**src/verilog/dcache_macros.svh**
```systemverilog
// Cache geometry and address field positions, included by the cache RTL and testbench
`ifndef DCACHE_MACROS_SVH
`define DCACHE_MACROS_SVH

// Direct-mapped geometry
`define DC_LINES 16 // Number of cache lines
`define DC_WORDS 16 // 32-bit words per line

// Byte address layout
// [31 tag 10] [9 index 6] [5 word 2] [1:0 byte, always zero]
`define DC_TAG_LSB  10 // Lowest tag bit
`define DC_IDX_LSB  6  // Lowest line index bit
`define DC_WORD_LSB 2  // Lowest word select bit

`endif

```
**src/verilog/dcache_pkg.sv**
```systemverilog
// Shared enum types for the data cache controller, the bus arbiter and their checkers
package dcache_pkg;

	// Which requester currently holds the external memory bus
	typedef enum logic {
		OWN_DCACHE = 1'b0, // Data cache controller
		OWN_IFETCH = 1'b1  // Uncached instruction fetch
	} bus_owner_e;

	// What the cache controller did in the previous cycle
	typedef enum logic [1:0] {
		IDLE  = 2'd0, // No bus activity wanted
		FILL  = 2'd1, // Read miss, line fill in progress
		WRITE = 2'd2  // Write-through pending on the bus
	} fill_state_e;

endpackage

```
**src/verilog/mem_bus_if.sv**
```systemverilog
// One requester's view of the shared memory bus, used between the cache and the arbiter
`timescale 1ns/1ps

interface mem_bus_if;
	logic        req;   // Held high until the access completes
	logic        ack;   // Requester owns the bus
	logic [31:0] addr;
	logic [31:0] wdata;
	logic [31:0] rdata; // Valid in the cycle ready is high
	logic        rd;
	logic        wr;
	logic        ready; // One beat completes

	modport master (
		output req,
		output addr,
		output wdata,
		output rd,
		output wr,
		input  ack,
		input  rdata,
		input  ready
	);

	modport arbiter (
		input  req,
		input  addr,
		input  wdata,
		input  rd,
		input  wr,
		output ack,
		output rdata,
		output ready
	);
endinterface

```
**src/verilog/dcache_ctrl.sv**
```systemverilog
// Cache controller handling line fills, write-through bus writes and the core stall
`timescale 1ns/1ps
`include "dcache_macros.svh"

module dcache_ctrl import dcache_pkg::*; (
	input  logic        clk,
	input  logic        rst_n,
	input  logic [31:0] addr,
	input  logic        rd_req,
	input  logic        wr_req,
	input  logic [31:0] wr_data,
	output logic        rw_wait,
	input  logic        hit,
	output logic        tag_wr_en,
	output logic        data_wr_en,
	output logic [3:0]  data_wr_word,
	output logic [31:0] data_wr_data,
	mem_bus_if.master   bus
);
	logic [31:`DC_IDX_LSB] line;      // Line address of the request
	logic [31:`DC_IDX_LSB] prev_line; // Line address one cycle ago
	logic [3:0]            word;
	logic [3:0]            fill_pos;  // Next word to fetch
	logic [3:0]            beat_pos;  // Word fetched this cycle
	logic                  read_miss;
	logic                  fill_beat;
	logic                  write_beat;
	fill_state_e           state;
	fill_state_e           state_nxt;

	assign line      = addr[31:`DC_IDX_LSB];
	assign word      = addr[`DC_IDX_LSB-1:`DC_WORD_LSB];
	assign read_miss = rd_req && !hit;

	// A fill only carries on if last cycle was filling this same line,
	// otherwise it starts over from word 0
	assign beat_pos = (state == FILL && prev_line == line) ? fill_pos : 4'd0;

	// Reads take priority over a simultaneous write
	assign bus.req   = read_miss || wr_req;
	assign bus.rd    = read_miss && bus.ack;
	assign bus.wr    = wr_req && !read_miss && bus.ack;
	assign bus.wdata = wr_data;

	always_comb begin
		if (read_miss) begin
			bus.addr = {line, beat_pos, {`DC_WORD_LSB{1'b0}}}; // Word-aligned fill read
		end else begin
			bus.addr = addr;
		end
	end

	assign fill_beat  = bus.rd && bus.ready;
	assign write_beat = bus.wr && bus.ready;

	// Core stalls on a miss and until the write beat lands
	assign rw_wait = read_miss || (wr_req && !write_beat);

	// Array updates
	assign tag_wr_en    = fill_beat && (beat_pos == 4'(`DC_WORDS - 1)); // Last beat validates
	assign data_wr_en   = fill_beat || (write_beat && hit);
	assign data_wr_word = fill_beat ? beat_pos : word;
	assign data_wr_data = fill_beat ? bus.rdata : wr_data;

	always_comb begin
		if (read_miss) begin
			state_nxt = FILL;
		end else if (wr_req) begin
			state_nxt = WRITE;
		end else begin
			state_nxt = IDLE;
		end
	end

	always_ff @(posedge clk) begin
		if (!rst_n) begin
			state    <= IDLE;
			fill_pos <= '0;
		end else begin
			state    <= state_nxt;
			fill_pos <= fill_beat ? beat_pos + 4'd1 : beat_pos; // Holds while ready is low
		end
	end

	// Line address history for fill restart
	always_ff @(posedge clk) begin
		prev_line <= line;
	end

endmodule

```
**src/flat_wrapper.sv**
```systemverilog
// flat-port wrapper written by rule: the top's interface ports become plain ports
module dcache_ctrl_flat import dcache_pkg::*;
  (clk, rst_n, addr, rd_req, wr_req, wr_data, rw_wait, hit, tag_wr_en, data_wr_en, data_wr_word, data_wr_data, bus_req, bus_addr, bus_wdata, bus_rd, bus_wr, bus_ack, bus_rdata, bus_ready);
  mem_bus_if bus_i ();
  input  logic clk;
  input  logic rst_n;
  input  logic [31:0] addr;
  input  logic rd_req;
  input  logic wr_req;
  input  logic [31:0] wr_data;
  output logic rw_wait;
  input  logic hit;
  output logic tag_wr_en;
  output logic data_wr_en;
  output logic [3:0] data_wr_word;
  output logic [31:0] data_wr_data;
  output wire logic [$bits(bus_i.req)-1:0] bus_req;
  output wire logic [$bits(bus_i.addr)-1:0] bus_addr;
  output wire logic [$bits(bus_i.wdata)-1:0] bus_wdata;
  output wire logic [$bits(bus_i.rd)-1:0] bus_rd;
  output wire logic [$bits(bus_i.wr)-1:0] bus_wr;
  input wire logic [$bits(bus_i.ack)-1:0] bus_ack;
  input wire logic [$bits(bus_i.rdata)-1:0] bus_rdata;
  input wire logic [$bits(bus_i.ready)-1:0] bus_ready;
  assign bus_req = bus_i.req;
  assign bus_addr = bus_i.addr;
  assign bus_wdata = bus_i.wdata;
  assign bus_rd = bus_i.rd;
  assign bus_wr = bus_i.wr;
  assign bus_i.ack = bus_ack;
  assign bus_i.rdata = bus_rdata;
  assign bus_i.ready = bus_ready;
  dcache_ctrl u_core (.clk(clk), .rst_n(rst_n), .addr(addr), .rd_req(rd_req), .wr_req(wr_req), .wr_data(wr_data), .rw_wait(rw_wait), .hit(hit), .tag_wr_en(tag_wr_en), .data_wr_en(data_wr_en), .data_wr_word(data_wr_word), .data_wr_data(data_wr_data), .bus(bus_i));
endmodule
```
**config.mk**
```make
export PLATFORM = sky130hd
export DESIGN_NAME = dcache_ctrl_flat
export DESIGN_NICKNAME = d
export VERILOG_FILES = /design/src/verilog/dcache_pkg.sv /design/src/verilog/mem_bus_if.sv /design/src/verilog/dcache_ctrl.sv /design/src/flat_wrapper.sv
export VERILOG_INCLUDE_DIRS = /design/src /design/src/verilog
export SDC_FILE = /design/constraint.sdc
export NUM_CORES = 1
export LEC_CHECK = 0
export ABC_AREA = 1
export BUFFER_PORTS_ARGS = -buffer_cell sky130_fd_sc_hd__buf_2
export CAP_MARGIN = 10
export CORE_ASPECT_RATIO = 0.9
export CORE_MARGIN = 1
export CORE_UTILIZATION = 36
export CTS_CLUSTER_DIAMETER = 100
export CTS_CLUSTER_SIZE = 20
export DETAILED_ROUTE_END_ITERATION = 7
export GPL_TIMING_DRIVEN = 0
export PLACE_DENSITY = 0.84
export SYNTH_ARGS = -nofsm -noshare
export SYNTH_HDL_FRONTEND = slang
export SYNTH_SLANG_ARGS = --single-unit
```
**constraint.sdc**
```tcl
create_clock -name clk -period 1.69 [get_ports clk]
set_input_delay 0.2535 -clock clk [delete_from_list [all_inputs] [get_ports clk]]
set_output_delay 0.2535 -clock clk [all_outputs]
set_load 0.02 [all_outputs]
```
==> metrics.yaml <==
run_status:
  status: "complete, but fails checks"
  violations: "setup timing"
detailed_routing:
  drtPass1Iterations: 4
  drc: 0
  num_vias: 3357
  avgViaCountPerCell: 4.27
  drtIter0Drc: 102
  ant_nets: 0
  wire_per_inst_um: 11.0
  wirelength_mm: 8.68
yosys:
  synth-seq-cells: 32
  yosysTopAreaCell: "nand2_1"
  synthesis.nets: 565
  ys_seq_area_frac: 0.250
  synthTopCellsByArea: "nand2_1 32%, dfxtp_1 25%, buf_4 17%, inv_1 10%, nor2_1 5.0%"
  syn-cell-area_sq_um: 2570
  synth_edf_count: 0
  synth_cell_types: 22
  synth_common_cells: "220 x nand2_1, 69 x inv_1, 58 x buf_4"
  yosysTopAreaCellShare: 0.322
  synth_compound_area_frac: 0.0283
  netlist_instances: 461
  synthSimpleGateAreaFrac: 0.427
  yosys_warnings: 0
  synthXorXnorAreaFrac: 0.00341
  synthAdderAreaFrac: 0.00487
  synth_top_family_by_area: "simple AND/OR/NAND/NOR gates"
  ys.flop_type: "dfxtp_1"
  synth.most_common_cell: "nand2_1"
  synthMuxAreaShare: 0
  avgSynthCellArea_sq_um: 5.57
  async_reset_ff_frac: 0
grt:
  gr-total-overflow: 0
  antenna_found_initial: 0
  grt_pass1_wl_mm: 12.6
  grt_pass1_vias: 2910
  track_usage: 0.210
  grt_max_degree: 11
floorplanning:
  die-area_sq_um: 7470
  rows: 28
  pin_count: 209
  die_x_um: 91.0
  fp.dieH_um: 82.1
  start_util: 0.382
  core-area_sq_um: 6730
clock_network:
  clockBufferDepth: 2
  worstSkewPairLatency_ns: 0.29
  cts_root_buffer: "clkbuf_8"
  hold_buffers: 0
  cts.htree.levels: 2
  path_clk_slew_ns: 0.07
  cts_tree: "yes"
  cts_buffers: 5
  cts_sinks: 32
sta:
  finalMaxSlewViolations: 0
  rsz0062_at_grt: "yes"
  hold_viol: 0
  setup_slack_ns: -0.512
  setup_viol: 11
  post-route-period-util: 1.30
  maxSlewHeadroom: 0.849
  min_period_ns: 2.20
  timing.fmax_mhz: 454
  finClkSkew_ns: 0.00909
  tightest_slew_ns: 0.226
worst_hold_path:
  min_from: "addr[30]"
  whs_endpoint: "u_core.prev_line[30]$_DFF_P_"
  whs_path_depth: 1
  hp-class: "in2reg"
place:
  port_buffers: 208
  preCtsSetupSlack_ns: -0.476
  gp_congestion: 0.856
  dp.final_hpwl_mm: 6.87
setup_path:
  reg2reg_from: "u_core.prev_line[10]$_DFF_P_"
  worst_ep_required_time_ns: 1.44
  ff2ff_path_depth: 18
  rr_endpoint: "u_core.fill_pos[3]$_SDFF_PN0_"
  cp_max_fo: 4
  crit_arrival_ns: 1.95
  worstSetupStartpointType: "register"
  timing.reg2reg.setup_slack_ns: -0.40
  crit_path_end_kind: "output port"
  crit_type: "reg2out"
cells_and_area:
  drive_above_1_share: 0.538
  antenna_cells: 0
  nets: 801
  nFillCells: 610
  area_delta_synth_final_pct: 66.0
  multi_input_area_sq_um: 1380
  seqCellArea_sq_um: 659
power:
  p_leak_nw: 2.71
  ir_drop_v: 0.000428
  power.density_nw_per_um2: 557
  power_mw: 2.37
run:
  drv_cap: 0
[power by group]
part | internal (mW) | leakage (nW) | switching [mW]
Sequential | 0.794 | 0.268 | 0.0196
Clock | 0.363 | 0.0503 | 0.285
Combinational | 0.392 | 2.39 | 0.519
[layer usage]
metal / track usage / wire, um / vias up
li1: - / - / 1767
met2: 0.367 / 4360 / 119
met4: 0.0810 / 129 / 0
met1: 0.259 / 3710 / 1459
met5: 0 / 0 / -
met3: 0.0430 / 481 / 12
[final cells by class]
type | count | share of cell area
multi-input combinational | 292 | 0.324
tap | 90 | 0.0264
timing repair buffer | 228 | 0.294
inverter | 72 | 0.0646
clock buffer | 7 | 0.0226
sequential | 32 | 0.155
buffer | 65 | 0.112
timing repair inverter | 1 | 0.00176
[sequential cells by signal, indices dropped and copies added, names as in the netlist]
| register | cells |
|---|---|
| u_core.state | 2 |
| u_core.fill_pos | 4 |
| u_core.prev_line | 26 |
[worst max-delay path, cell delays in order, from the launching register on]
cell and delay [ns]:
dfxtp_2 0.35, inv_2 0.04, nand2_2 0.07, nand2_4 0.06
nor3b_4 0.24, nand3_4 0.11, nor2_4 0.17, nand2_2 0.09
inv_2 0.08, ha_4 0.15, inv_4 0.04, nor3_4 0.11
buf_6 0.14
[kinds of logic after synthesis]
family,count (synthesis)
flip-flops,32
AND/OR/NAND/NOR,276
buffers and inverters,137
adder cells (fa/ha/maj),1
AO/OA/AOI/OAI,14
XOR/XNOR,1
[per-stage QoR]
step	TNS [ns]	instances	util	instance area [sq um]	hold slack (ns)
after floorplan	-0.334	461	-	2580	0.281
after global placement	-7.08	759	0.556	3740	0.395
after detailed placement	-8.07	759	0.556	3740	0.401
after CTS	-3.76	781	0.605	4070	0.0957
after global routing	-5.38	787	0.634	4260	0.102
final	-4.15	787	0.634	4260	0.104
[worst max path at each step]
stage / startpoint / end / slack [ns] / depth (start not counted)
after detailed placement: addr[31] / tag_wr_en / -0.48 / 15
final: u_core.prev_line[10]$_DFF_P_ / tag_wr_en / -0.51 / 12
after global routing: u_core.prev_line[20]$_DFF_P_ / tag_wr_en / -0.61 / 13
after CTS: u_core.prev_line[21]$_DFF_P_ / tag_wr_en / -0.47 / 14
after global placement: addr[31] / tag_wr_en / -0.42 / 15
after floorplan: hit / data_wr_word[1] / -0.08 / 6
[cell usage in the layout, fill, tap and decap left out, drive strengths merged]
cell type and instances:
buf 290, nand2 222, inv 72, nor2 37, dfxtp 32, clkbuf 10, o21ai 9, nand3 9
a21oi 4, nor3 4, nand4 2, xnor2 1, and2 1, nor3b 1, o21a 1, ha 1
clkinvlp 1
[timing repair]
| item | in CTS | in global routing |
|---|---|---|
| resized for setup | 48 | 56 |
| pin swaps | 8 | 19 |
| buffers inserted | 14 | 6 |
| cloned | 1 | 0 |
| hold endpoints to repair | 0 | 0 |
| setup endpoints to repair | 42 | 45 |
No activity file was read; power rests on OpenSTA's default activity.
