===== src/verilog/dcache_macros.svh =====
// Cache geometry and address field positions, included by the cache RTL and testbench
`ifndef DCACHE_MACROS_SVH
`define DCACHE_MACROS_SVH

// Direct-mapped geometry
`define DC_LINES 16 // Number of cache lines
`define DC_WORDS 16 // 32-bit words per line

// Byte address layout
// [31 tag 10] [9 index 6] [5 word 2] [1:0 byte, always zero]
`define DC_TAG_LSB  10 // Lowest tag bit
`define DC_IDX_LSB  6  // Lowest line index bit
`define DC_WORD_LSB 2  // Lowest word select bit

`endif


===== src/verilog/dcache_pkg.sv =====
// Shared enum types for the data cache controller, the bus arbiter and their checkers
package dcache_pkg;

	// Which requester currently holds the external memory bus
	typedef enum logic {
		OWN_DCACHE = 1'b0, // Data cache controller
		OWN_IFETCH = 1'b1  // Uncached instruction fetch
	} bus_owner_e;

	// What the cache controller did in the previous cycle
	typedef enum logic [1:0] {
		IDLE  = 2'd0, // No bus activity wanted
		FILL  = 2'd1, // Read miss, line fill in progress
		WRITE = 2'd2  // Write-through pending on the bus
	} fill_state_e;

endpackage


===== src/verilog/mem_bus_if.sv =====
// One requester's view of the shared memory bus, used between the cache and the arbiter
`timescale 1ns/1ps

interface mem_bus_if;
	logic        req;   // Held high until the access completes
	logic        ack;   // Requester owns the bus
	logic [31:0] addr;
	logic [31:0] wdata;
	logic [31:0] rdata; // Valid in the cycle ready is high
	logic        rd;
	logic        wr;
	logic        ready; // One beat completes

	modport master (
		output req,
		output addr,
		output wdata,
		output rd,
		output wr,
		input  ack,
		input  rdata,
		input  ready
	);

	modport arbiter (
		input  req,
		input  addr,
		input  wdata,
		input  rd,
		input  wr,
		output ack,
		output rdata,
		output ready
	);
endinterface


===== src/verilog/bus_arbiter.sv =====
// Two-master arbiter sharing the memory bus between the data cache and instruction fetch
`timescale 1ns/1ps

module bus_arbiter import dcache_pkg::*; (
	input  logic         clk,
	input  logic         rst_n,
	mem_bus_if.arbiter   m_dc,
	input  logic         if_req,
	input  logic [31:0]  if_addr,
	output logic         if_ack,
	output logic [31:0]  if_rdata,
	output logic         if_ready,
	output logic [31:0]  mem_addr,
	output logic [31:0]  mem_wdata,
	output logic         mem_rd,
	output logic         mem_wr,
	input  logic [31:0]  mem_rdata,
	input  logic         mem_ready
);
	bus_owner_e owner;  // Current owner, kept as last grant once released
	bus_owner_e grant;
	logic       locked; // Owner holds the bus
	logic       busy;
	logic       owner_req;
	logic       dc_sel;
	logic       if_sel;

	assign busy      = m_dc.req || if_req;
	assign owner_req = (owner == OWN_DCACHE) ? m_dc.req : if_req;

	always_comb begin
		if (locked && owner_req) begin
			grant = owner; // Held until the owner lets go
		end else if (m_dc.req && if_req) begin
			// Favour the one that did not have it last
			grant = (owner == OWN_DCACHE) ? OWN_IFETCH : OWN_DCACHE;
		end else if (if_req) begin
			grant = OWN_IFETCH;
		end else if (m_dc.req) begin
			grant = OWN_DCACHE;
		end else begin
			grant = owner;
		end
	end

	assign dc_sel = m_dc.req && (grant == OWN_DCACHE);
	assign if_sel = if_req && (grant == OWN_IFETCH);

	always_ff @(posedge clk) begin
		if (!rst_n) begin
			locked <= 1'b0;
			owner  <= OWN_DCACHE;
		end else begin
			locked <= busy;
			if (busy) begin
				owner <= grant;
			end
		end
	end

	// Steer the owner onto the memory port
	assign mem_addr  = if_sel ? if_addr : m_dc.addr;
	assign mem_wdata = m_dc.wdata;                  // Instruction fetch never writes
	assign mem_rd    = if_sel || (dc_sel && m_dc.rd);
	assign mem_wr    = dc_sel && m_dc.wr;

	// Return path reaches the owner only
	assign m_dc.ack   = dc_sel;
	assign m_dc.rdata = dc_sel ? mem_rdata : '0;
	assign m_dc.ready = dc_sel && mem_ready;
	assign if_ack     = if_sel;
	assign if_rdata   = if_sel ? mem_rdata : '0;
	assign if_ready   = if_sel && mem_ready;

endmodule


===== src/flat_wrapper.sv =====
// flat-port wrapper written by rule: the top's interface ports become plain ports
module bus_arbiter_flat import dcache_pkg::*;
  (clk, rst_n, if_req, if_addr, if_ack, if_rdata, if_ready, mem_addr, mem_wdata, mem_rd, mem_wr, mem_rdata, mem_ready, m_dc_req, m_dc_addr, m_dc_wdata, m_dc_rd, m_dc_wr, m_dc_ack, m_dc_rdata, m_dc_ready);
  mem_bus_if m_dc_i ();
  input  logic clk;
  input  logic rst_n;
  input  logic if_req;
  input  logic [31:0] if_addr;
  output logic if_ack;
  output logic [31:0] if_rdata;
  output logic if_ready;
  output logic [31:0] mem_addr;
  output logic [31:0] mem_wdata;
  output logic mem_rd;
  output logic mem_wr;
  input  logic [31:0] mem_rdata;
  input  logic mem_ready;
  input wire logic [$bits(m_dc_i.req)-1:0] m_dc_req;
  input wire logic [$bits(m_dc_i.addr)-1:0] m_dc_addr;
  input wire logic [$bits(m_dc_i.wdata)-1:0] m_dc_wdata;
  input wire logic [$bits(m_dc_i.rd)-1:0] m_dc_rd;
  input wire logic [$bits(m_dc_i.wr)-1:0] m_dc_wr;
  output wire logic [$bits(m_dc_i.ack)-1:0] m_dc_ack;
  output wire logic [$bits(m_dc_i.rdata)-1:0] m_dc_rdata;
  output wire logic [$bits(m_dc_i.ready)-1:0] m_dc_ready;
  assign m_dc_i.req = m_dc_req;
  assign m_dc_i.addr = m_dc_addr;
  assign m_dc_i.wdata = m_dc_wdata;
  assign m_dc_i.rd = m_dc_rd;
  assign m_dc_i.wr = m_dc_wr;
  assign m_dc_ack = m_dc_i.ack;
  assign m_dc_rdata = m_dc_i.rdata;
  assign m_dc_ready = m_dc_i.ready;
  bus_arbiter u_core (.clk(clk), .rst_n(rst_n), .m_dc(m_dc_i), .if_req(if_req), .if_addr(if_addr), .if_ack(if_ack), .if_rdata(if_rdata), .if_ready(if_ready), .mem_addr(mem_addr), .mem_wdata(mem_wdata), .mem_rd(mem_rd), .mem_wr(mem_wr), .mem_rdata(mem_rdata), .mem_ready(mem_ready));
endmodule

===== config.mk =====
export PLATFORM = sky130hd
export DESIGN_NAME = bus_arbiter_flat
export DESIGN_NICKNAME = d
export VERILOG_FILES = /design/src/verilog/dcache_macros.svh /design/src/verilog/dcache_pkg.sv /design/src/verilog/mem_bus_if.sv /design/src/verilog/bus_arbiter.sv /design/src/flat_wrapper.sv
export SDC_FILE = /design/constraint.sdc
export NUM_CORES = 1
export LEC_CHECK = 0
export ABC_CLOCK_PERIOD_IN_PS = 2730
export BUFFER_PORTS_ARGS = -buffer_cell sky130_fd_sc_hd__buf_2
export CAP_MARGIN = 20
export CORE_AREA = 2 2 105 107
export CTS_CLUSTER_DIAMETER = 120
export DETAILED_ROUTE_END_ITERATION = 10
export DIE_AREA = 0 0 107 109
export PLACE_DENSITY = 0.49
export SLEW_MARGIN = 20
export SYNTH_ARGS = -nofsm -noshare
export SYNTH_HDL_FRONTEND = slang
export SYNTH_SLANG_ARGS = --single-unit
export TNS_END_PERCENT = 50

===== constraint.sdc =====
create_clock -name clk -period 2.73 [get_ports clk]
set_input_delay 0.273 -clock clk [delete_from_list [all_inputs] [get_ports clk]]
set_output_delay 0.273 -clock clk [all_outputs]
set_load 0.01 [all_outputs]

==> reports/summary.txt <==
STATUS
----------------------------------------------------------------------------------------
Status .................................................................... finished, final reports clean

CLOCKING
----------------------------------------------------------------------------------------
Cts bufs inserted .........................................................            3
Post-CTS Setup Repair Bufs ................................................            0
Clock insertion delay at the later pin of the skew report .................      0.21 ns
Hold Buf Count CTS ........................................................            0
H-tree depth reported by CTS ..............................................            1
Num Clock Sinks ...........................................................            2
Cells resized by post-CTS repair ..........................................            0
TritonCTS clock tree ......................................................        built
Clk slew on worst S/H paths ...............................................      0.03 ns
Clock root buffer master .................................................. sky130_fd_sc_hd__clkbuf_8
Number of buffers between clock root and the deepest sink .................            2

ROUTING
----------------------------------------------------------------------------------------
Wire length per cell after detailed routing ...............................      10.7 um
Count of routing violations after the opening detailed-route iteration ....           43
Post-DRT Antenna Nets .....................................................            0
Total length of routed met2 wires .........................................      2660 um
Routed wire length on met3 ................................................       567 um
Highest metal used ........................................................         met4
Aggregate routed wire length ..............................................      4970 um
Post-route DRC ............................................................            0
Wire length on met1 .......................................................      1640 um
Number of optimization iterations in the first detailed-route pass ........            4
Total number of vias ......................................................         1734
Vias/cell .................................................................         3.73

GLOBAL ROUTING
----------------------------------------------------------------------------------------
Total overflow reported by the global router ..............................            0
Total global-route track usage ............................................        6.89%
First-pass GRT wire length ................................................      6470 um
Maximum number of pins on one net before global-route repair ..............           36
Initial antenna violation count ...........................................            0
Number of global-route vias before repair .................................         1453

SETUP PATH
----------------------------------------------------------------------------------------
Critical Path Max Stage Delay .............................................      0.39 ns
Cell Chain, Critical Path ................................................. xnor2_2, o21ai_4, buf_4, mux2_2, buf_2
Required time of the critical path ........................................      2.46 ns
Category of the critical setup timing path ................................ flop to primary output
Sort of element at the end of the critical path ........................... primary output
CP Launch Type ............................................................         flop
Cell family with the largest share of critical-path delay ................. buffers and inverters
Max FO, Critical Path .....................................................           34
Buffers & Inverters on Critical Path ......................................            2
Arrival time of the worst setup path ......................................      1.78 ns
Crit path max-delay cell type ............................................. sky130_fd_sc_hd__mux2_2

YOSYS
----------------------------------------------------------------------------------------
Synth area leaders ........................................................ sky130_fd_sc_hd__mux2_2 (26%), sky130_fd_sc_hd__buf_4 (19%), sky130_fd_sc_hd__and2_1 (17%)
Average instance area after synthesis .....................................   7.75 sq um
Count of distinct cell types in the synthesized netlist ...................           20
Share of the synthesized area in the top cell type ........................        25.6%
Most numerous cell in the Yosys netlist ................................... sky130_fd_sc_hd__and2_1
Largest area contributor in the synthesized netlist ....................... sky130_fd_sc_hd__mux2_2
Syn Nets ..................................................................          294
Post-synthesis instance area .............................................. 0.00123 sq mm
Top cell types by occurrence after synthesis .............................. sky130_fd_sc_hd__and2_1 (34), sky130_fd_sc_hd__and3_1 (33), sky130_fd_sc_hd__buf_4 (32), sky130_fd_sc_hd__mux2_2 (28), sky130_fd_sc_hd__clkbuf_1 (8)
Post-synth EDFFs ..........................................................            0
Most common flop cell mapped by yosys ..................................... sky130_fd_sc_hd__dfxtp_1
Share of async-settable or async-resettable flops after synthesis .........           0%
Portion of the post-synthesis area used by sequential elements ............        3.25%
Post-synthesis register bit count .........................................            2
Synthesis Warnings ........................................................            0
Post-synthesis cell count .................................................          159

PLACE
----------------------------------------------------------------------------------------
Number of port buffers ....................................................          204
Estimated wirelength of the detail-placed design ..........................      4320 um
Final RePlAce weighted congestion .........................................        0.665

STA
----------------------------------------------------------------------------------------
Clk_skew ..................................................................   0.00259 ns
Max Freq ..................................................................      488 MHz
Setup TNS .................................................................         0 ns
Final setup violation count ...............................................            0
Worst Hold Margin .........................................................     0.293 ns
Number of slew-limit violations in the final report .......................            0
Unrepaired setup endpoints after global routing ...........................           no
Transition time at the pin with the least slew margin .....................     0.411 ns
Worst rel slew slack ......................................................        72.6%
Portion of the clock cycle consumed by the worst path in the final layout .        75.1%
Count of endpoints failing hold in the final timing report ................            0
Final Critical Period .....................................................      2.05 ns

FLOORPLANNING
----------------------------------------------------------------------------------------
Boundary Pins .............................................................          269
Die height ................................................................       109 um
Floorplan die width .......................................................       107 um
Total number of placement rows ............................................           38
Area of the placeable core ................................................ 0.0106 sq mm
Die outline area .......................................................... 0.0117 sq mm
Starting Density ..........................................................        11.6%

PWR
----------------------------------------------------------------------------------------
Lkg Pwr ...................................................................      1.37 nW
Power per unit of standard cell area ......................................  251 mW/mm^2
Maximum ir drop on the vdd rail ...........................................   0.000101 V

FINISH
----------------------------------------------------------------------------------------
# diodes ..................................................................            0
Fraction of layout instances using a drive strength above 1 ...............        74.8%
Number of nets in the layout ..............................................          462
Area growth from synthesis to layout ......................................        77.4%
Fillcell total ............................................................         1215

HOLD PATH
----------------------------------------------------------------------------------------
Worst min-delay path class ................................................ input port to flop

JOB
----------------------------------------------------------------------------------------
# Max-Cap Violations ......................................................            0

-- flip-flops by register name, indices dropped and copies added (netlist names) --
| signal | count |
|---|---|
| u_core.locked | 1 |
| u_core.owner | 1 |
-- layout make-up --
type / count / area [sq um] / area share [%]
repair buffers: 208 / 1050 / 48.1
clock buffers: 3 / 41.3 / 1.89
flip-flops and latches: 2 / 40.0 / 1.83
inverters: 2 / 7.51 / 0.343
multi-input cells: 110 / 871 / 39.8
well taps: 140 / 175 / 8.01
-- path summary, 6_finish.rpt --
path                                  start                        end  slack (ns)  depth (start not counted)
setup / recovery  u_core.owner$_SDFFE_PN0P_               mem_addr[16]        0.68                          5
hold reg to reg   u_core.owner$_SDFFE_PN0P_  u_core.owner$_SDFFE_PN0P_        0.63                          2
hold / removal                        rst_n   u_core.locked$_SDFF_PN0_        0.29                          2
setup reg to reg   u_core.locked$_SDFF_PN0_  u_core.owner$_SDFFE_PN0P_        1.83                          3
-- cell usage in the layout, fill, tap and decap left out --
master,instances
sky130_fd_sc_hd__buf_2,204
sky130_fd_sc_hd__nand2_1,2
sky130_fd_sc_hd__o21a_1,1
sky130_fd_sc_hd__buf_4,4
sky130_fd_sc_hd__a21oi_2,1
sky130_fd_sc_hd__clkbuf_8,3
sky130_fd_sc_hd__and2_1,34
sky130_fd_sc_hd__inv_1,2
sky130_fd_sc_hd__o21ai_4,1
sky130_fd_sc_hd__dfxtp_1,2
sky130_fd_sc_hd__xnor2_2,1
sky130_fd_sc_hd__a22oi_1,1
sky130_fd_sc_hd__mux2_1,4
sky130_fd_sc_hd__nand2b_1,1
sky130_fd_sc_hd__a21bo_2,1
sky130_fd_sc_hd__o21ai_0,1
sky130_fd_sc_hd__nor2b_1,1
sky130_fd_sc_hd__and3_1,33
sky130_fd_sc_hd__mux2_2,28
-- report_power, final --
| group | internal (W) | leakage, nW | switching (W) | total (W) |
|---|---|---|---|---|
| registers | 0.0000317 | 0.0167 | 0.00000256 | 0.0000342 |
| clock network | 0.0000931 | 0.0216 | 0.0000213 | 0.000114 |
| logic | 0.000210 | 1.33 | 0.000191 | 0.000401 |
-- routing by layer --
metal	vias up	track usage, %
li1	836	-
met1	757	6.43
met2	129	14.4
met3	12	0.956
met4	0	3.34
met5	-	0
-- metrics by stage --
stage | instance area, sq um | util [%] | cells | worst slack [ns] | total power, W
floorplan | 1230 | - | 159 | 1.19 | 0.000299
global placement | 2140 | 20.2 | 462 | 0.919 | 0.000436
detailed placement | 2140 | 20.2 | 462 | 0.871 | 0.000440
CTS | 2190 | 20.6 | 465 | 0.662 | 0.000560
global route | 2190 | 20.6 | 465 | 0.614 | 0.000596
finish | 2190 | 20.6 | 465 | 0.680 | 0.000550
-- kinds of logic after synthesis --
group,count (synthesis),share of synthesized area (%)
flops,2,3.25
compound gates,6,4.47
mux,32,29.2
xor+xnor,1,1.32
buf+inv,47,26.1
simple gates,71,35.6
(Power assumes the default switching activity.)
