--- config.mk ---
export PLATFORM = sky130hd
export DESIGN_NAME = dcache_tag_array
export DESIGN_NICKNAME = d
export VERILOG_FILES = /design/src/verilog/dcache_tag_array.sv
export VERILOG_INCLUDE_DIRS = /design/src /design/src/verilog
export SDC_FILE = /design/constraint.sdc
export NUM_CORES = 1
export LEC_CHECK = 0
export ABC_AREA = 1
export BUFFER_PORTS_ARGS = -buffer_cell sky130_fd_sc_hd__buf_2
export CORE_ASPECT_RATIO = 1.2
export CORE_MARGIN = 1
export CORE_UTILIZATION = 60
export CTS_CLUSTER_DIAMETER = 200
export DETAILED_ROUTE_END_ITERATION = 12
export GPL_ROUTABILITY_DRIVEN = 0
export PLACE_DENSITY_LB_ADDON = 0.05
export SYNTH_ARGS = -nofsm -noshare
export SYNTH_HDL_FRONTEND = slang
export SYNTH_SLANG_ARGS = --single-unit
export TNS_END_PERCENT = 50
--- constraint.sdc ---
create_clock -name clk -period 5.9 [get_ports clk]
set_clock_uncertainty 0.2 [all_clocks]
set_input_delay 0.59 -clock clk [delete_from_list [all_inputs] [get_ports clk]]
set_output_delay 0.59 -clock clk [all_outputs]
set_load 0.05 [all_outputs]
--- src/verilog/dcache_macros.svh ---
// Cache geometry and address field positions, included by the cache RTL and testbench
`ifndef DCACHE_MACROS_SVH
`define DCACHE_MACROS_SVH

// Direct-mapped geometry
`define DC_LINES 16 // Number of cache lines
`define DC_WORDS 16 // 32-bit words per line

// Byte address layout
// [31 tag 10] [9 index 6] [5 word 2] [1:0 byte, always zero]
`define DC_TAG_LSB  10 // Lowest tag bit
`define DC_IDX_LSB  6  // Lowest line index bit
`define DC_WORD_LSB 2  // Lowest word select bit

`endif

--- src/verilog/dcache_tag_array.sv ---
// Valid bits and tags of the data cache, giving a combinational hit for the addressed line
`timescale 1ns/1ps
`include "dcache_macros.svh"

module dcache_tag_array (
	input  logic        clk,
	input  logic        rst_n,
	input  logic [3:0]  rd_index,
	input  logic [21:0] rd_tag,
	output logic        hit,
	input  logic        wr_en,
	input  logic [3:0]  wr_index,
	input  logic [21:0] wr_tag
);
	logic [`DC_LINES-1:0] valid;
	logic [21:0]          tags [`DC_LINES];

	// Hit needs a valid line and a matching tag
	assign hit = valid[rd_index] && (tags[rd_index] == rd_tag);

	// One valid bit per line
	always_ff @(posedge clk) begin
		if (!rst_n) begin
			valid <= '0; // Whole cache empty
		end else if (wr_en) begin
			valid[wr_index] <= 1'b1; // Line filled
		end
	end

	always_ff @(posedge clk) begin
		if (wr_en) begin
			tags[wr_index] <= wr_tag;
		end
	end

endmodule

==> results of run 1 <==
## metal layers
metal,vias to the layer above,wire length [um],global-route usage
li1,5028,-,-
met1,4957,15100,0.379
met2,361,18300,0.480
met3,82,2470,0.0404
met4,2,1110,0.109
met5,-,11,0
## power by group through the flow
stage	Combinational (mW)	Clock, mW	Sequential [mW]
global route	0.415	2.40	2.93
CTS	0.373	2.31	2.93
detailed placement	0.370	0	2.98
global placement	0.363	0	2.98
floorplan	0.228	0	2.98
finish	0.374	2.29	2.93
## flip-flops by register name, indices dropped and copies added (netlist names)
signal / flops
tags: 352
valid: 16
## synth_stat cells, drive strengths merged
library cell	n
clkinv	1
o21ai	52
nand3	214
o21a	2
edfxtp	352
buf	58
nor3	2
or2	2
a21oi	4
nand4	2
clkbuf	15
nor2	151
o211ai	16
dfxtp	16
inv	157
nand3b	1
nand2	448
## cell families after synthesis
kind of cell,count (synthesis),share of synthesized area
and+or+nand+nor,820,0.216
DFF,368,0.698
buffers and inverters,231,0.0595
AOI/OAI and AO/OA,74,0.0266
## area by class of cell
cell class                 instances  share of cell area
timing repair buffer              66              0.0224
tap                              330              0.0238
clock inverter                    14             0.00959
clock buffer                      50              0.0573
sequential                       368               0.628
multi-input combinational        894               0.225
antenna                            1            0.000144
inverter                         158              0.0344
## stage by stage
step           hold slack, ps  instances  worst slack, ps  power [mW]
6_report                  116       1881             1580        5.59
4_1_cts                  99.7       1880             1610        5.61
3_5_place_dp              256       1816             1620        3.35
5_1_grt                   123       1881             1400        5.75
2_1_floorplan             235       1493             2780        3.21
3_3_place_gp              242       1816             1610        3.34
## final timing paths
check | start | to | slack [ps] | cells after the start
hold reg to reg | valid[4]$_SDFFE_PN0P_ | valid[4]$_SDFFE_PN0P_ | 270 | 2
setup / recovery | rd_index[0] | hit | 1580 | 16
setup reg to reg | valid[3]$_SDFFE_PN0P_ | valid[3]$_SDFFE_PN0P_ | 5100 | 1
hold / removal | rst_n | valid[0]$_SDFFE_PN0P_ | 120 | 2
==> results.sh, run 1 <==
export IMPL_outcome="completed"
export IMPL_synth_top_cell_by_area="edfxtp_1"
export IMPL_regArea_sq_um=10900
export IMPL_swShare=0.218
export IMPL_final_period_utilization=0.732
export IMPL_core_area_sq_um=25500
export IMPL_tritoncts="yes"
export IMPL_avgViaCountPerCell=5.54
export IMPL_slowest_stage="inv_4"
export IMPL_pwr_share_comb=0.067
export IMPL_relSlewSlack=0.212
export IMPL_worstPathMaxFanout=92
export IMPL_track_usage=0.286
export IMPL_multiInputGateArea_sq_um=3900
export IMPL_clk_pin_slew_ps=60
export IMPL_die_h_um=179
export IMPL_finalInstanceArea_sq_um=17400
export IMPL_fin_setup_tns_ps=0
export IMPL_crit_path_end_kind="primary output"
export IMPL_switching_power_mw=1.22
export IMPL_crit_buf_inv=4
export IMPL_drt_total_wl_um=37100
export IMPL_grt_setup_unrepaired="false"
export IMPL_cap_violations=0
export IMPL_vdd_drop_max_v=0.000384
export IMPL_cpPeakStageDelay_ps=710
export IMPL_clockBufferDepth=3
export IMPL_cts_sinks=368
export IMPL_seq_area_frac_synth=0.698
export IMPL_hold_class="input port to register"
export IMPL_cts_htree_levels=2
export IMPL_crit_type="input port to primary output"
export IMPL_avgSynthCellArea_sq_um=10.4
export IMPL_dpl_hpwl_um=18400
export IMPL_power_share_sequential=0.523
export IMPL_ys_warn_count=0
export IMPL_min_period_ps=4320
export IMPL_ioPinCount=56
export IMPL_firstDrtPassIters=5
export IMPL_p_int_mw=4.37
export IMPL_path_common_cell="nand2_1"
export IMPL_grt_pass1_vias=9830
export IMPL_ant_nets=0
export IMPL_drt_iter0_drc=998
export IMPL_clkLatencyLatePin_ps=500
export IMPL_power_density_nw_per_um2=322
export IMPL_drv_slew=0
export IMPL_final_core_util=0.679
export IMPL_final_cell_mix="448 x nand2_1, 352 x edfxtp_1, 214 x nand3_1"
export IMPL_cp_start_kind="input port"
export IMPL_placed_cell_area_sq_um=16200
export IMPL_clockPowerShare=0.410
export IMPL_fmax_mhz=232
export IMPL_cts_root_buffer="clkbuf_16"
export IMPL_grt_ovfl_total=0
export IMPL_post_cts_buffers=0
export IMPL_ys_ff_latch=368
export IMPL_setup_viol=0
export IMPL_drc=0
export IMPL_worstPathRequired_ps=5110
export IMPL_path_delay_family="buffers and inverters"
export IMPL_antenna_found_initial=2
export IMPL_hold_buffers=0
export IMPL_io_buffers=55
export IMPL_drive_gt1_frac=0.0884
export IMPL_dr_total_vias=10400
export IMPL_synthCells=1493
export IMPL_die_w_um=149
export IMPL_synth_area_leaders="edfxtp_1 68%, nand2_1 11%, nand3_1 6.9%"
export IMPL_syn_to_final_growth_pct=11.2
export IMPL_crit_chain="buf_6 > inv_4 > buf_4 > nand2_1 > nand2_1 > nand2_1 > nand3_1 > nand3_1 > nand2_1 > nand2_1 > nand2_1 > nand3_1 > nor2_1 > nand2_1 > nor2_1 > buf_2"
export IMPL_synth_area_sq_um=15600
export IMPL_syn_num_nets=1548
export IMPL_cts_made_buffers=37
export IMPL_nFillCells=1909
export IMPL_grt_max_degree=203
export IMPL_leakage_nw=6.95
export IMPL_grt_pass1_wl_um=55700
export IMPL_final_common_cell="nand2_1"
export IMPL_initial_core_util=0.611
export IMPL_die_area_sq_um=26600
export IMPL_hold_viol=0
export IMPL_ys_types=21
export IMPL_cts_repair_resized=0
export IMPL_worstMarginPinSlew_ps=1180
export IMPL_nets=1580
export IMPL_rows=64
export IMPL_synth_top_cell_area_share=0.678
export IMPL_wl_per_cell_um=19.7
export IMPL_cp_arrival_ps=3530
(Power assumes the default switching activity.)
==> run 2, diff against run 1 <==
==> constraint.sdc (replaced) <==
create_clock -name clk -period 4.15 [get_ports clk]
set_clock_uncertainty 0.2 [all_clocks]
set_input_delay 0.415 -clock clk [delete_from_list [all_inputs] [get_ports clk]]
set_output_delay 0.415 -clock clk [all_outputs]
set_load 0.05 [all_outputs]
==> run 2 against run 1 <==
Utilization is essentially flat. Via count rose by 0.86%. Cell area barely moved. Global-route usage up 0.77 points. Setup slack worse by 1100 ps. Largest power group unchanged. Sequential power is 42% higher. Clock-buffer cell count up 1.
==> results.sh, run 2 (synthesized netlist as in run 1, its figures left out) <==
export IMPL_cts_htree_levels=2
export IMPL_rows=64
export IMPL_ant_nets=0
export IMPL_path_delay_family="simple AND/OR/NAND/NOR gates"
export IMPL_final_cell_mix="448 x nand2_1, 352 x edfxtp_1, 214 x nand3_1"
export IMPL_switching_power_mw=1.71
export IMPL_swShare=0.218
export IMPL_nets=1583
export IMPL_setup_viol=0
export IMPL_syn_to_final_growth_pct=11.3
export IMPL_path_common_cell="nand2_1"
export IMPL_clk_pin_slew_ps=60
export IMPL_fmax_mhz=270
export IMPL_wl_per_cell_um=19.9
export IMPL_reg_top3="tags (352), valid (16)"
export IMPL_cts_repair_resized=0
export IMPL_crit_path_end_kind="primary output"
export IMPL_ioPinCount=56
export IMPL_drt_total_wl_um=37400
export IMPL_die_w_um=149
export IMPL_cts_made_buffers=37
export IMPL_leakage_nw=6.95
export IMPL_io_buffers=55
export IMPL_largest_register_ffs=352
export IMPL_post_cts_buffers=0
export IMPL_hold_class="input port to register"
export IMPL_power_share_sequential=0.531
export IMPL_die_area_sq_um=26600
export IMPL_relSlewSlack=0.232
export IMPL_p_total_mw=7.84
export IMPL_cp_start_kind="input port"
export IMPL_worstPathMaxFanout=55
export IMPL_avgViaCountPerCell=5.59
export IMPL_final_common_cell="nand2_1"
export IMPL_dr_total_vias=10500
export IMPL_clkLatencyLatePin_ps=500
export IMPL_slowest_stage="buf_4"
export IMPL_pwr_share_comb=0.068
export IMPL_drv_slew=0
export IMPL_grt_max_degree=203
export IMPL_worstMarginPinSlew_ps=1150
export IMPL_cap_violations=0
export IMPL_final_core_util=0.680
export IMPL_power_density_nw_per_um2=451
export IMPL_fin_setup_tns_ps=0
export IMPL_crit_type="input port to primary output"
export IMPL_cpPeakStageDelay_ps=460
export IMPL_dpl_hpwl_um=18700
export IMPL_outcome="completed"
export IMPL_die_h_um=179
export IMPL_hold_viol=0
export IMPL_p_int_mw=6.13
export IMPL_firstDrtPassIters=5
export IMPL_core_area_sq_um=25500
export IMPL_cts_sinks=368
export IMPL_drc=0
export IMPL_whs_ps=80.1
export IMPL_drive_gt1_frac=0.0877
export IMPL_regMostFlops="tags"
export IMPL_final_period_utilization=0.893
export IMPL_vdd_drop_max_v=0.000382
export IMPL_nFillCells=1948
export IMPL_grt_pass1_vias=9953
export IMPL_min_period_ps=3710
export IMPL_crit_chain="buf_6 > inv_4 > buf_4 > nand2_1 > nand2_1 > nand2_1 > nand3_1 > nand3_1 > nand3_1 > nand2_1 > nor2_1 > nand2_1 > nor2_1 > nand2_1 > nor2_1 > buf_2"
export IMPL_crit_buf_inv=4
export IMPL_drt_iter0_drc=911
export IMPL_instances_no_fill=1883
export IMPL_antenna_found_initial=0
export IMPL_placed_cells=1818
export IMPL_initial_core_util=0.611
export IMPL_grt_pass1_wl_um=56800
export IMPL_worstPathRequired_ps=3530
export IMPL_tritoncts="yes"
export IMPL_clockPowerShare=0.401
export IMPL_track_usage=0.294
export IMPL_cp_arrival_ps=3090
export IMPL_grt_ovfl_total=0
export IMPL_clockBufferDepth=3
export IMPL_cts_root_buffer="clkbuf_16"
export IMPL_grt_setup_unrepaired="false"
-- run 2: power groups by stage --
stage / Clock, mW / Combinational [mW] / Sequential, mW
after CTS: 3.16 / 0.533 / 4.16
after floorplan: 0 / 0.324 / 4.24
after global routing: 3.30 / 0.598 / 4.16
after global placement: 0 / 0.523 / 4.24
final: 3.14 / 0.535 / 4.16
after detailed placement: 0 / 0.530 / 4.24
-- run 2: layout make-up --
class                   count  area [sq um]  share of cell area
repair buffers             69           439              0.0253
diodes                      2          5.00            0.000288
flip-flops and latches    368         10900               0.627
clock inverters            11           100             0.00577
well taps                 330           413              0.0238
multi-input cells         894          3900               0.224
clock buffers              51          1020              0.0587
inverters                 158           597              0.0344
-- run 2: final timing paths --
check                         start                     end  slack [ps]  cells past startpoint
max                     rd_index[0]                     hit         440                     16
max reg2reg  valid[14]$_SDFFE_PN0P_  valid[14]$_SDFFE_PN0P_        3360                      2
min                       wr_tag[0]    tags[1][0]$_DFFE_PP_          80                      1
min reg2reg   valid[7]$_SDFFE_PN0P_   valid[7]$_SDFFE_PN0P_         270                      2
-- run 2: what timing repair did --
item                                    in CTS  in global routing
endpoints found under the setup margin       0                  0
hold endpoints to repair                     2                  0
hold buffers                                 1                  0
-- run 2: per-layer routing --
| metal | track usage | routed length, um | up-vias | share of wire |
|---|---|---|---|---|
| met5 | 0 | 0 | - | 0 |
| met4 | 0.109 | 1160 | 0 | 0.031 |
| li1 | - | - | 5037 | - |
| met1 | 0.396 | 15800 | 5004 | 0.42 |
| met3 | 0.0437 | 2570 | 81 | 0.069 |
| met2 | 0.485 | 18000 | 398 | 0.48 |
-- run 2: metrics by stage --
| stage | setup WS, ps | area, sq um |
|---|---|---|
| floorplan | 1380 | 15600 |
| global placement | 480 | 16200 |
| detailed placement | 481 | 16200 |
| CTS | 460 | 17400 |
| global route | 262 | 17400 |
| finish | 444 | 17400 |
==> run 3, diff against run 2 <==
--- a/config.mk
+++ b/config.mk
@@ -6,11 +6,11 @@
 export SDC_FILE = /design/constraint.sdc
 export NUM_CORES = 1
 export LEC_CHECK = 0
-export ABC_AREA = 1
 export BUFFER_PORTS_ARGS = -buffer_cell sky130_fd_sc_hd__buf_2
 export CORE_ASPECT_RATIO = 1.2
 export CORE_MARGIN = 1
 export CORE_UTILIZATION = 60
+export CTS_BUF_LIST = sky130_fd_sc_hd__clkbuf_2 sky130_fd_sc_hd__clkbuf_4 sky130_fd_sc_hd__clkbuf_8
 export CTS_CLUSTER_DIAMETER = 200
 export DETAILED_ROUTE_END_ITERATION = 12
 export GPL_ROUTABILITY_DRIVEN = 0
==> run 3 against run 2 <==
Cell count fell by 34%. Clock power fell by 14%. Sequential cell count did not move. First-iteration DRC count fell by 17%. Setup slack got worse by 300 ps. Clock-buffer cell count rose by 23. Sequential share of layout area rose by 0.85 points. Fmax fell by 7.5%. Synthesized cell count fell by 50%. Total power fell by 5.5%. Routed wire length fell by 8.6%. Synthesized area fell by 4.0%. Critical endpoint unchanged. Largest cell class unchanged.
==> results.sh, run 3 <==
export IMPL_setup_viol=0
export IMPL_worstPathRequired_ps=3530
export IMPL_drive_gt1_frac=0.318
export IMPL_drt_total_wl_um=34200
export IMPL_synth_area_leaders="edfxtp_1 71%, mux4_2 11%, mux2i_1 4.2%"
export IMPL_final_core_util=0.708
export IMPL_cp_arrival_ps=3390
export IMPL_synth_fa_ha_area_frac=0
export IMPL_setup_ws_ps=145
export IMPL_grt_ovfl_total=0
export IMPL_cpPeakStageDelay_ps=510
export IMPL_worstPathMaxFanout=2
export IMPL_antenna_cells=0
export IMPL_outcome="completed"
export IMPL_grt_max_degree=45
export IMPL_syn_to_final_growth_pct=14.5
export IMPL_cp_start_kind="register"
export IMPL_io_buffers=55
export IMPL_synth_most_common_cell="edfxtp_1"
export IMPL_grt_pass1_wl_um=51100
export IMPL_clk_pin_slew_ps=60
export IMPL_firstDrtPassIters=5
export IMPL_p_total_mw=7.41
export IMPL_ioPinCount=56
export IMPL_dpl_hpwl_um=21400
export IMPL_fmax_mhz=250
export IMPL_final_common_cell="edfxtp_1"
export IMPL_drc=0
export IMPL_relSlewSlack=0.295
export IMPL_synth_flop_cell="edfxtp_1"
export IMPL_synth_simple_area_share=0.0272
export IMPL_syn_num_nets=803
export IMPL_avgViaCountPerCell=6.35
export IMPL_synth_commonest_cells="352 x edfxtp_1, 76 x mux4_2, 63 x mux2i_1"
export IMPL_cp_startpoint="tags[2][21]$_DFFE_PP_"
export IMPL_reg_top3="tags (352), valid (16)"
export IMPL_async_flop_share=0
export IMPL_hold_class="input port to register"
export IMPL_grt_pass1_vias=8298
export IMPL_rows=62
export IMPL_synth_compound_area_frac=0.0370
export IMPL_synthXorXnorAreaFrac=0.0146
export IMPL_crit_chain="mux4_1 > mux2i_1 > o22ai_1 > or4_1 > a2111o_1 > nor4b_4 > buf_6"
export IMPL_vdd_drop_max_v=0.000338
export IMPL_largest_register_ffs=352
export IMPL_regMostFlops="tags"
export IMPL_clkLatencyLatePin_ps=580
export IMPL_cap_violations=0
export IMPL_synth_top_cell_by_area="edfxtp_1"
export IMPL_nets=944
export IMPL_cts_root_buffer="clkbuf_8"
export IMPL_worstRegToRegCells=1
export IMPL_synth_area_sq_um=15000
export IMPL_cts_sinks=368
export IMPL_timing_rr_start="valid[7]$_SDFFE_PN0P_"
export IMPL_synth_area_mux_share=0.176
export IMPL_wl_per_cell_um=27.4
export IMPL_clockBufferDepth=3
export IMPL_dr_total_vias=7939
export IMPL_seq_area_frac_synth=0.728
export IMPL_endpoint="hit"
export IMPL_leakage_nw=5.82
export IMPL_ys_warn_count=0
export IMPL_die_h_um=175
export IMPL_track_usage=0.278
export IMPL_ant_nets=0
export IMPL_synth_top_family_by_area="multiplexers"
export IMPL_initial_core_util=0.618
export IMPL_synth_top_cell_area_share=0.706
export IMPL_avgSynthCellArea_sq_um=20.0
export IMPL_worstMarginPinSlew_ps=1060
export IMPL_crit_type="register to primary output"
export IMPL_reg2reg_slack_ps=3330
export IMPL_cts_htree_levels=2
export IMPL_final_period_utilization=0.965
export IMPL_ys_ff_latch=368
export IMPL_ys_types=60
export IMPL_slowest_stage="mux4_1"
export IMPL_cts_made_buffers=55
export IMPL_hold_viol=0
export IMPL_antenna_found_initial=0
export IMPL_drt_iter0_drc=752
export IMPL_core_area_sq_um=24200
export IMPL_die_area_sq_um=25600
export IMPL_min_period_ps=4000
export IMPL_reg2reg_to="valid[7]$_SDFFE_PN0P_"
export IMPL_crit_path_end_kind="primary output"
export IMPL_tritoncts="yes"
export IMPL_place_ws_ps=59.9
export IMPL_power_density_nw_per_um2=432
export IMPL_final_cell_mix="352 x edfxtp_1, 76 x mux4_2, 63 x mux2i_1"
export IMPL_drv_slew=0
export IMPL_die_w_um=146
export IMPL_synthCells=748
export IMPL_synth_edf_count=352
## run 3: cell count changes in the layout (fill, tap and decap cells not counted), moves of 16 or more
cell | previous run | this run
inv_1 | 154 | 8
nand2_1 | 448 | 10
o21ai_0 | 43 | 9
nor2_1 | 135 | 14
buf_4 | 9 | 50
nor2_4 | 16 | 0
mux4_2 | 0 | 76
clkbuf_16 | 38 | 0
clkbuf_8 | 2 | 56
dlygate4sd3_1 | 1 | 17
clkbuf_4 | 0 | 18
nand3_1 | 214 | 10
mux2i_1 | 0 | 63
## run 3: final cells by class
| class | instances | area, sq um |
|---|---|---|
| Fill cell | 1565 | 7070 |
| Clock inverter | 24 | 108 |
| Sequential cell | 368 | 10900 |
| Tap cell | 320 | 400 |
| Inverter | 8 | 30.0 |
| Multi-Input combinational cell | 333 | 3910 |
| Timing Repair Buffer | 123 | 883 |
| Clock buffer | 74 | 906 |
## run 3: repair_timing
| action | in CTS | in global routing |
|---|---|---|
| resized for setup | 3 | 8 |
| endpoints found under the setup margin | 1 | 1 |
| setup buffers | 0 | 1 |
| hold buffers | 17 | 0 |
| pin swaps | 0 | 3 |
| endpoints found under the hold margin | 221 | 0 |
## run 3: kinds of logic after synthesis
group / Yosys count
xor+xnor: 25
buf+inv: 47
compound gates: 75
mux: 154
flops: 368
simple gates: 79
## run 3: stage by stage
step | setup TNS, ps | hold WS (ps) | cells | cell area [sq um]
floorplan | 0 | 235 | 748 | 15000
global placement | 0 | 242 | 1134 | 15900
global route | -8.11 | 19.5 | 1250 | 17100
detailed placement | 0 | 253 | 1134 | 15900
CTS | 0 | 3.87 | 1249 | 17100
finish | 0 | 28.5 | 1250 | 17100
## run 3: how the worst min path moves through the flow
stage	from	endpoint	slack [ps]	cells past startpoint
2_1_floorplan	valid[14]$_SDFFE_PN0P_	valid[14]$_SDFFE_PN0P_	240	1
3_3_place_gp	valid[2]$_SDFFE_PN0P_	valid[2]$_SDFFE_PN0P_	240	1
3_5_place_dp	valid[12]$_SDFFE_PN0P_	valid[12]$_SDFFE_PN0P_	250	1
4_1_cts	wr_tag[10]	tags[1][10]$_DFFE_PP_	4	1
5_1_grt	wr_tag[12]	tags[15][12]$_DFFE_PP_	20	1
6_report	wr_tag[10]	tags[4][10]$_DFFE_PP_	30	1
## run 3: metal layers
layer	vias to the layer above	wire length [um]	global-route usage
met5	-	0	0
met4	0	975	0.104
met3	65	2390	0.0415
met2	377	17200	0.456
met1	4105	13700	0.384
li1	3392	-	-
## run 3: report_power, final
part	internal, mW	leakage, nW	total [mW]	switching (mW)
registers	4.14	3.31	4.16	0.0206
clock network	1.41	0.541	2.71	1.30
logic	0.229	1.96	0.530	0.301
total	5.78	5.82	7.41	1.62
## run 3: critical path: cells and delay by family (launching register included)
family          cells  cell delay, ps
flops               1             370
mux                 2             810
compound gates      2             560
simple gates        2             850
buf+inv             1             210
